--- src/source/phy_geometry_pkg.sv ---
// Memory and AFI geometry constants shared by the half-rate DDR2 read path

`default_nettype none

package phy_geometry_pkg;

	// **********************************************************************
	// Memory side
	// **********************************************************************

	// Number of DQ pins on the memory bus
	localparam int MEM_DQ_WIDTH = 16;

	// Number of read DQS groups, each strobing its own slice of DQ
	localparam int MEM_READ_DQS_WIDTH = 2;

	// DQ bits covered by one DQS group
	localparam int DQ_GROUP_WIDTH = MEM_DQ_WIDTH / MEM_READ_DQS_WIDTH;

	// **********************************************************************
	// AFI side
	// **********************************************************************

	// Half rate gives two memory clock phases per AFI cycle
	localparam int AFI_RATE_RATIO = 2;

	// Each phase carries a rising and a falling beat, so four beats per AFI cycle
	localparam int NUM_TIMESLOTS = 2 * AFI_RATE_RATIO;

	// Full read data word handed to the controller in one AFI cycle
	localparam int AFI_DATA_WIDTH = MEM_DQ_WIDTH * NUM_TIMESLOTS;

	// One termination control bit per DQS group
	localparam int AFI_DQS_WIDTH = MEM_READ_DQS_WIDTH;

	// **********************************************************************
	// Read latency
	// **********************************************************************

	// Width of the latency count driven by the sequencer
	localparam int MAX_LATENCY_COUNT_WIDTH = 5;

	// Depth of the latency shifter covers every count value
	localparam int MAX_READ_LATENCY = 2 ** MAX_LATENCY_COUNT_WIDTH;

endpackage

`default_nettype wire
--- src/source/afi_read_types_pkg.sv ---
// Vector types for the AFI and DDIO read buses and the read latency count

`default_nettype none

package afi_read_types_pkg;

	// **********************************************************************
	// Data buses
	// **********************************************************************

	// Captured DDIO data, ordered by DQS group first
	// Within a group the four timeslots sit side by side, lowest slot first
	typedef logic [phy_geometry_pkg::AFI_DATA_WIDTH-1:0] ddio_dq_t;

	// AFI read data, ordered by timeslot first
	// Within a timeslot the groups sit side by side, group 0 lowest
	typedef logic [phy_geometry_pkg::AFI_DATA_WIDTH-1:0] afi_rdata_t;

	// One DQS group in one timeslot, the unit moved by the reordering
	typedef logic [phy_geometry_pkg::DQ_GROUP_WIDTH-1:0] dq_beat_t;

	// **********************************************************************
	// Control vectors
	// **********************************************************************

	// One bit per AFI phase, used for read enables and read valid
	typedef logic [phy_geometry_pkg::AFI_RATE_RATIO-1:0] afi_phase_t;

	// Read latency in AFI cycles as tuned by the sequencer
	typedef logic [phy_geometry_pkg::MAX_LATENCY_COUNT_WIDTH-1:0] read_lat_t;

	// Per DQS group termination override
	typedef logic [phy_geometry_pkg::AFI_DQS_WIDTH-1:0] oct_ctrl_t;

endpackage

`default_nettype wire

--- src/source/afi_read_ctrl_if.sv ---
// Read control bundle between the read path top level and its control blocks

`default_nettype none

interface afi_read_ctrl_if;

	// Read enable from the controller, one bit per AFI phase
	afi_read_types_pkg::afi_phase_t rdata_en;

	// Full burst read enable, used for the termination window
	afi_read_types_pkg::afi_phase_t rdata_en_full;

	// Latency count chosen by the sequencer during calibration
	// It only changes while no read is in flight
	afi_read_types_pkg::read_lat_t read_latency;

	// Read valid strobe returned towards the controller
	afi_read_types_pkg::afi_phase_t rdata_valid;

	// Latency FIFO view which consumes the enables and produces valid
	modport latency_mp (
		input  rdata_en,
		input  rdata_en_full,
		input  read_latency,
		output rdata_valid
	);

	// Termination window view which only needs the full read enable
	modport oct_mp (
		input  rdata_en_full
	);

endinterface

`default_nettype wire

--- src/source/read_datapath.sv ---
// Half-rate DDR2 read path top level with data reordering, read valid and termination control

`default_nettype none

module read_datapath #(
	parameter int EXTRA_RDATA_EN_SHIFT = 1,
	parameter int MEM_T_RL             = 6
) (
	input  wire                             pll_afi_clk,
	input  wire                             reset_n_afi_clk,
	input  afi_read_types_pkg::afi_phase_t  afi_rdata_en_i,
	input  afi_read_types_pkg::afi_phase_t  afi_rdata_en_full_i,
	input  afi_read_types_pkg::read_lat_t   seq_read_latency_i,
	input  afi_read_types_pkg::ddio_dq_t    ddio_phy_dq_i,
	output afi_read_types_pkg::afi_rdata_t  afi_rdata_o,
	output afi_read_types_pkg::afi_phase_t  afi_rdata_valid_o,
	output afi_read_types_pkg::oct_ctrl_t   force_oct_off_o
);

	// **********************************************************************
	// Read control bundle
	// **********************************************************************

	afi_read_ctrl_if ctrl_if ();

	assign ctrl_if.rdata_en      = afi_rdata_en_i;
	assign ctrl_if.rdata_en_full = afi_rdata_en_full_i;
	assign ctrl_if.read_latency  = seq_read_latency_i;

	assign afi_rdata_valid_o = ctrl_if.rdata_valid;

	// Read enable to read valid through the programmable latency
	read_latency_fifo #(
		.EXTRA_RDATA_EN_SHIFT (EXTRA_RDATA_EN_SHIFT),
		.MAX_READ_LATENCY     (phy_geometry_pkg::MAX_READ_LATENCY)
	) u_read_latency_fifo (
		.pll_afi_clk     (pll_afi_clk),
		.reset_n_afi_clk (reset_n_afi_clk),
		.ctrl            (ctrl_if.latency_mp)
	);

	// Termination override derived from the memory read latency
	oct_read_window #(
		.MEM_T_RL (MEM_T_RL)
	) u_oct_read_window (
		.pll_afi_clk     (pll_afi_clk),
		.reset_n_afi_clk (reset_n_afi_clk),
		.ctrl            (ctrl_if.oct_mp),
		.force_oct_off_o (force_oct_off_o)
	);

	// **********************************************************************
	// Data reordering
	// **********************************************************************

	// The capture FIFOs in the I/O cells already deliver data on the AFI
	// clock, so only the beat order changes here
	// Input is group-major, output is timeslot-major
	generate
		for (genvar g = 0; g < phy_geometry_pkg::MEM_READ_DQS_WIDTH; g++)
		begin : g_group
			for (genvar t = 0; t < phy_geometry_pkg::NUM_TIMESLOTS; t++)
			begin : g_slot
				afi_read_types_pkg::dq_beat_t beat;

				// Beat of group g in slot t
				assign beat = ddio_phy_dq_i[(g * phy_geometry_pkg::NUM_TIMESLOTS + t) *
					phy_geometry_pkg::DQ_GROUP_WIDTH +: phy_geometry_pkg::DQ_GROUP_WIDTH];

				// Same beat placed in its timeslot lane
				assign afi_rdata_o[(t * phy_geometry_pkg::MEM_READ_DQS_WIDTH + g) *
					phy_geometry_pkg::DQ_GROUP_WIDTH +: phy_geometry_pkg::DQ_GROUP_WIDTH] = beat;
			end
		end
	endgenerate

endmodule

`default_nettype wire

--- src/source/oct_read_window.sv ---
// On-chip termination window that forces termination off around each read burst

`default_nettype none

module oct_read_window #(
	parameter int MEM_T_RL = 6
) (
	input  wire                            pll_afi_clk,
	input  wire                            reset_n_afi_clk,
	afi_read_ctrl_if.oct_mp                ctrl,
	output afi_read_types_pkg::oct_ctrl_t  force_oct_off_o
);

	// Cycles after the read enable at which termination must be switched on
	localparam int OCT_ON_DELAY = (MEM_T_RL - 4) / 2;

	// Cycles after the read enable at which termination may be released
	localparam int OCT_OFF_DELAY = (MEM_T_RL + 6) / 2;

	// **********************************************************************
	// Read enable history
	// **********************************************************************

	// Bit n holds the full read enable sampled n + 1 edges ago
	logic [OCT_OFF_DELAY-1:0] en_hist;

	// History with the current enable appended as tap 0
	logic [OCT_OFF_DELAY:0] en_taps;

	// High while any read sits inside the termination window
	logic read_window;

	assign en_taps = {en_hist, ctrl.rdata_en_full[0]};

	always_ff @(posedge pll_afi_clk or negedge reset_n_afi_clk)
	begin
		if (!reset_n_afi_clk)
		begin
			en_hist <= '0;
		end
		else
		begin
			en_hist <= en_taps[OCT_OFF_DELAY-1:0];
		end
	end

	// The window spans the taps from the on delay up to the off delay
	assign read_window = |en_taps[OCT_OFF_DELAY:OCT_ON_DELAY];

	// All DQS groups share the same window
	always_ff @(posedge pll_afi_clk or negedge reset_n_afi_clk)
	begin
		if (!reset_n_afi_clk)
		begin
			force_oct_off_o <= '0;
		end
		else
		begin
			force_oct_off_o <= {phy_geometry_pkg::AFI_DQS_WIDTH{~read_window}};
		end
	end

endmodule

`default_nettype wire

--- src/source/read_latency_fifo.sv ---
// Read latency FIFO turning the AFI read enable into the delayed read valid strobe

`default_nettype none

module read_latency_fifo #(
	parameter int EXTRA_RDATA_EN_SHIFT = 1,
	parameter int MAX_READ_LATENCY     = 32
) (
	input  wire                        pll_afi_clk,
	input  wire                        reset_n_afi_clk,
	afi_read_ctrl_if.latency_mp        ctrl
);

	// **********************************************************************
	// Extra read enable delay
	// **********************************************************************

	// Read enable after the fixed extra delay
	logic rdata_en_dly;

	// Capture FIFOs sit in the I/O cells, so only phase 0 of the
	// enable is needed to time the whole half-rate burst
	generate
		if (EXTRA_RDATA_EN_SHIFT > 0)
		begin : g_extra_shift
			logic [EXTRA_RDATA_EN_SHIFT-1:0] extra_q;
			logic [EXTRA_RDATA_EN_SHIFT:0]   extra_next;

			// New enable enters at bit 0 and the oldest falls off the top
			assign extra_next = {extra_q, ctrl.rdata_en[0]};

			always_ff @(posedge pll_afi_clk or negedge reset_n_afi_clk)
			begin
				if (!reset_n_afi_clk)
				begin
					extra_q <= '0;
				end
				else
				begin
					extra_q <= extra_next[EXTRA_RDATA_EN_SHIFT-1:0];
				end
			end

			assign rdata_en_dly = extra_q[EXTRA_RDATA_EN_SHIFT-1];
		end
		else
		begin : g_no_shift
			// No extra delay requested
			assign rdata_en_dly = ctrl.rdata_en[0];
		end
	endgenerate

	// **********************************************************************
	// Latency shifter and valid selection
	// **********************************************************************

	// Bit n holds the enable seen n cycles after it entered the shifter
	logic [MAX_READ_LATENCY-1:0] lat_shift;

	// Tap picked by the sequencer latency
	logic lat_tap;

	// Shift every cycle so several reads can be in flight together
	always_ff @(posedge pll_afi_clk or negedge reset_n_afi_clk)
	begin
		if (!reset_n_afi_clk)
		begin
			lat_shift <= '0;
		end
		else
		begin
			lat_shift <= {lat_shift[MAX_READ_LATENCY-2:0], rdata_en_dly};
		end
	end

	assign lat_tap = lat_shift[ctrl.read_latency];

	// A half-rate burst fills both phases, hence the replicated tap
	// The register adds the final cycle of the total latency
	always_ff @(posedge pll_afi_clk or negedge reset_n_afi_clk)
	begin
		if (!reset_n_afi_clk)
		begin
			ctrl.rdata_valid <= '0;
		end
		else
		begin
			ctrl.rdata_valid <= {phy_geometry_pkg::AFI_RATE_RATIO{lat_tap}};
		end
	end

endmodule

`default_nettype wire

--- config.mk ---
export PLATFORM = sky130hd
export DESIGN_NAME = read_datapath
export DESIGN_NICKNAME = d
export VERILOG_FILES = /design/src/source/phy_geometry_pkg.sv /design/src/source/afi_read_types_pkg.sv /design/src/source/afi_read_ctrl_if.sv /design/src/source/read_datapath.sv /design/src/source/oct_read_window.sv /design/src/source/read_latency_fifo.sv
export SDC_FILE = /design/constraint.sdc
export NUM_CORES = 1
export LEC_CHECK = 0
export BUFFER_PORTS_ARGS = -buffer_cell sky130_fd_sc_hd__buf_2
export CAP_MARGIN = 10
export CORE_MARGIN = 2
export CORE_UTILIZATION = 39
export CTS_CLUSTER_DIAMETER = 80
export CTS_CLUSTER_SIZE = 40
export DETAILED_ROUTE_END_ITERATION = 8
export GPL_TIMING_DRIVEN = 0
export PLACE_DENSITY_LB_ADDON = 0.15
export SYNTH_ARGS = -nofsm -noshare
export SYNTH_HDL_FRONTEND = slang
export SYNTH_SLANG_ARGS = --single-unit
--- constraint.sdc ---
create_clock -name pll_afi_clk -period 1.45 [get_ports pll_afi_clk]
set_input_delay 0.2175 -clock pll_afi_clk [delete_from_list [all_inputs] [get_ports pll_afi_clk]]
set_output_delay 0.2175 -clock pll_afi_clk [all_outputs]
set_load 0.01 [all_outputs]
# --- Word-level counts from Yosys, hierarchy flattened ---
# Index checks and enable logic that the tools add are counted.
totals:
  register_bits: 41
  latch_bits: 0
  ram_bits: 0
  mem_bits_ro: 0
  input_bits: 75
  elab_cells: 10
  memories: 0
classes:
  add_sub_neg: 0
  mul: 0
  div_mod_pow: 0
  n_lt_le_gt_ge: 1
  eq_ne: 0
  n_shift: 0
  mux: 2
  n_bitwise: 1
  reduce_logical: 1
op_table:
  columns: ["operator", "count"]
  rows:
  - ["$lt A5 B6 Y1 const B", 1]
  - ["$reduce_or A6 Y1", 1]
  - ["$bmux W1 S5", 1]
  - ["$mux W1", 1]
  - ["$not A1 Y1", 1]

# --- Logic depth before layout (Yosys ltp) ---
depth:
  word_depth: 2
  mapped_depth: 7
  depth_no_buf: 5

# --- Hierarchy ---
# A second synthesis with hierarchy kept.
hier_totals:
  hier_cells: 150
  hier_area_um2: 1864.3
by_module_without_submodules:
  columns: ["module", "n_inst", "cells_each", "area_each_um2"]
  rows:
  - ["read_latency_fifo", 1, 76, 1183.6]
  - ["read_datapath", 1, 64, 480.5]
  - ["oct_read_window", 1, 10, 200.2]

# --- Worst setup path after synthesis ---
# Ideal clock, no wire load.
synth_path:
  path_kind: "input-to-reg"
  startpoint: "input port seq_read_latency_i[1]"
  endpoint: "register u_read_latency_fifo.ctrl.rdata_valid[0] (netlist name)"
  t_arrival_ps: 1087
  setup_slack_ps: 237
  path_stages: 7
  n_path_buf: 2
  path_cell_list: "buf_6 > buf_12 > mux2i_1 > a22oi_1 > nand3_1 > nand2_1 > a311o_1"
synth_via:
  elab_chain_len: 2
synth_rtl:
  columns: ["element", "line", "source"]
  rows:
  - ["from (decl)", "read_datapath.sv:13", "input afi_read_types_pkg::read_lat_t seq_read_latency_i,"]
  - ["$bmux W1 S5", "read_latency_fifo.sv:76", "assign lat_tap = lat_shift[ctrl.read_latency];"]
  - ["$mux W1 (implied by the code)", "read_latency_fifo.sv:76", null]
  - ["via u_read_latency_fifo.lat_tap", "read_latency_fifo.sv:61", "logic lat_tap;"]
# The timed path passes the listed nets, and every way through them passes these cells. The select of a mux whose other input is x is not followed.

# --- Worst setup path in the final report ---
layout_path:
  startpoint: "register u_read_latency_fifo.lat_shift[19]"
  endpoint: "register u_read_latency_fifo.ctrl.rdata_valid[0] (netlist name)"
layout_via:
  elab_chain_len: 2
layout_rtl:
  columns: ["element", "line", "source"]
  rows:
  - ["from (decl)", "read_latency_fifo.sv:58", "logic [MAX_READ_LATENCY-1:0] lat_shift;"]
  - ["from (signal assigned)", "read_latency_fifo.sv:72", "lat_shift <= {lat_shift[MAX_READ_LATENCY-2:0], rdata_en_dly};"]
  - ["$bmux W1 S5", "read_latency_fifo.sv:76", null]
  - ["$mux W1 (implied by the code)", "read_latency_fifo.sv:76", null]
  - ["via u_read_latency_fifo.lat_tap", "read_latency_fifo.sv:61", null]
# The timed path passes the listed nets, and every way through them passes these cells. The select of a mux whose other input is x is not followed.

==> flow_summary.json <==
{
  "drc_errors": 0,
  "ys_seq_area_share_pct": 55.2,
  "cp.arrival_ns": 1.41,
  "num-nets-final": 307,
  "synth_top_family_by_area": "buffers and inverters",
  "core_area_sq_mm": 0.00466,
  "yosys-mux-area-fraction_pct": 8.61,
  "synth_area_sq_mm": 0.00186,
  "slowest_delay_ns": 0.38,
  "cts-root-buf": "clkbuf_8",
  "grt_overflow": 0,
  "comb_power_share_pct": 16.9,
  "fin_skew_ns": 0.0101,
  "die_w_um": 73.0,
  "crit_required_ns": 1.62,
  "drv_slew": 0,
  "synth_seq_cells": 41,
  "intPower_mw": 1.82,
  "r2r_cells": 5,
  "grt_pass1_wl_um": 5350,
  "max_freq_ghz": 0.804,
  "post-cts-setup-buffer-count": 0,
  "max-cap-violations": 0,
  "ys.flop_type": "dfrtp_1",
  "synth_most_common_cell": "buf_4",
  "layout-drive-gt1-share_pct": 64.8,
  "tightestPinTransition_ns": 0.857,
  "setup_viol": 0,
  "p_sw_uw": 575,
  "hold_slack_ns": 0.0308,
  "swShare_pct": 24.0,
  "initial_core_util_pct": 39.9,
  "synth_enable_flop_cells": 0,
  "routed_via_density": 4.27,
  "io_pins": 143,
  "slew_headroom_pct": 42.9,
  "synth_top_area_share_pct": 55.2,
  "pre_cts_ws_ns": 0.0818,
  "grt_usage_pct": 13.9,
  "ir_worst_vdd_uv": 777,
  "p_seq_share_pct": 51.5,
  "status": "finished, final reports clean",
  "end_kind": "flip-flop",
  "multi_input_area_sq_um": 307,
  "synth_simple_gate_area_share_pct": 4.51,
  "rows": 25,
  "hold_path.class": "input pin to async pin",
  "syn_inst": 150,
  "synth_common_cells": "66 x buf_4, 41 x dfrtp_1, 16 x mux2i_1, 6 x nand2_1, 4 x a22oi_1",
  "ant_nets": 0,
  "setup_slack_ns": 0.206,
  "grt_pass1_vias": 1107,
  "area_growth_pct": 29.0,
  "synth_compound_area_share_pct": 3.36,
  "die_y_um": 73.0,
  "clk_path_buf_depth": 2,
  "synth_cell_types": 19,
  "first_iter_violations": 18,
  "fin_crit_sh_pct": 85.8,
  "rsz0062_at_grt": "false",
  "clkPwrFrac_pct": 31.6,
  "antenna_cells": 0,
  "routed_wirelength_um": 3820,
  "grt_max_degree": 42,
  "syn_avg_cell_area_sq_um": 12.4,
  "cts_resized": 0,
  "synth_top_area_cell": "dfrtp_1",
  "hpwlAfterDp_um": 3110,
  "cts_sinks": 41,
  "gp_congestion": 0.781,
  "placedInstanceArea_sq_mm": 0.00230,
  "wire_per_inst_um": 13.3,
  "synth_area_leaders": "dfrtp_1 55%, buf_4 27%, mux2i_1 8.6%",
  "firstDrtPassIters": 3,
  "seq_area_sq_mm": 0.00103,
  "critPathKind": "flip-flop to flip-flop",
  "htreeDepth": 2,
  "p_per_area_mw_per_mm2": 998,
  "crit_fanout": 2,
  "synth_async_sr_flop_share_pct": 100,
  "nFillCells": 429,
  "holdBufCountCts": 0,
  "yosysWarningCount": 0,
  "p_leak_nw": 1.31,
  "layout_min_cycle_time_ns": 1.24,
  "final_util_pct": 51.5,
  "finalSetupTns_ns": 0,
  "syn_nets": 225,
  "finalHoldViolCount": 0,
  "cts_made_buffers": 5,
  "clock_latency_ns": 0.29,
  "cts.clk_slew.worst_paths_ns": 0.08,
  "die_area_sq_mm": 0.00534,
  "antenna_found_initial": 0,
  "synthAdderAreaFrac_pct": 0,
  "synth_xor_area_share_pct": 0,
  "design_area_sq_mm": 0.00240,
  "critPathLaunchType": "flip-flop",
  "routed-via-count": 1225,
  "io_buffers": 75,
  "crit_chain": "mux2i_1 > a22oi_1 > nand4b_1 > a21oi_1 > a311o_1",
  "cts_tree": "done",
  "slowest_stage": "dfrtp_1"
}
-- layout make-up --
type	count	share of cell area, %
clock inverter	2	0.574
tap	54	2.82
clock buffer	6	3.44
buffer	68	22.0
timing repair buffer	75	15.6
sequential	41	42.8
multi-input combinational	41	12.8
-- flip-flops by register name (all words and copies together), names as in the netlist --
| signal | count |
|---|---|
| u_oct_read_window.en_hist | 6 |
| u_oct_read_window.force_oct_off_o | 1 |
| u_read_latency_fifo.ctrl.rdata_valid | 1 |
| u_read_latency_fifo.g_extra_shift.extra_q | 1 |
| u_read_latency_fifo.lat_shift | 32 |
-- cells in the final DEF, fill, tap and decap left out, drive strengths merged --
| cell | n |
|---|---|
| a211oi | 1 |
| a21oi | 3 |
| a22oi | 4 |
| a311o | 1 |
| and2 | 1 |
| and2b | 1 |
| buf | 143 |
| clkbuf | 6 |
| clkinv | 2 |
| dfrtp | 41 |
| mux2i | 16 |
| nand2 | 6 |
| nand2b | 1 |
| nand3 | 2 |
| nand4b | 1 |
| nor2 | 1 |
| nor2b | 1 |
| nor3 | 1 |
| or4 | 1 |
-- worst max-delay path: cells and delay by family (launching register included) --
kind / cells / cell delay (ns)
compound gates: 3 / 0.50
flops: 1 / 0.38
mux: 1 / 0.15
simple gates: 1 / 0.10
-- worst paths after layout --
| path | from | slack, ns | to |
|---|---|---|---|
| worst max-delay path | u_read_latency_fifo.lat_shift[19] | 0.21 | u_read_latency_fifo.ctrl.rdata_valid[0] |
| worst min-delay path | reset_n_afi_clk | 0.03 | u_oct_read_window.en_hist[5] |
| worst max register to register | u_read_latency_fifo.lat_shift[19] | 0.21 | u_read_latency_fifo.ctrl.rdata_valid[0] |
| worst min register to register | u_read_latency_fifo.g_extra_shift.extra_q | 0.36 | u_read_latency_fifo.lat_shift[0] |
| max in group asynchronous | reset_n_afi_clk | 0.87 | u_read_latency_fifo.lat_shift[6] |
| min in group pll_afi_clk | afi_rdata_en_i[0] | 0.03 | u_read_latency_fifo.g_extra_shift.extra_q |
-- through the flow --
step	cells	power (mW)
floorplan	150	1.51
global placement	279	1.66
detailed placement	279	1.67
CTS	287	2.44
global route	287	2.53
finish	287	2.39
-- power groups by stage --
stage | logic [mW] | registers, mW | clock network [mW]
finish | 0.405 | 1.23 | 0.756
global route | 0.445 | 1.24 | 0.847
CTS | 0.412 | 1.23 | 0.795
detailed placement | 0.412 | 1.25 | 0
global placement | 0.410 | 1.25 | 0
floorplan | 0.263 | 1.25 | 0
-- metal layers --
layer / wire length [um] / vias up / global-route usage [%]
met5: 0 / - / 0
met4: 61 / 0 / 6.17
met3: 311 / 6 / 3.87
met2: 1960 / 69 / 23.7
met1: 1480 / 561 / 16.3
li1: - / 589 / -
-- logic make-up after synthesis --
group                  after synthesis
AOI/OAI and AO/OA                    9
buffers and inverters               68
DFF                                 41
muxes                               16
and+or+nand+nor                     16
Note: power is estimated with default switching activity, not from simulation.
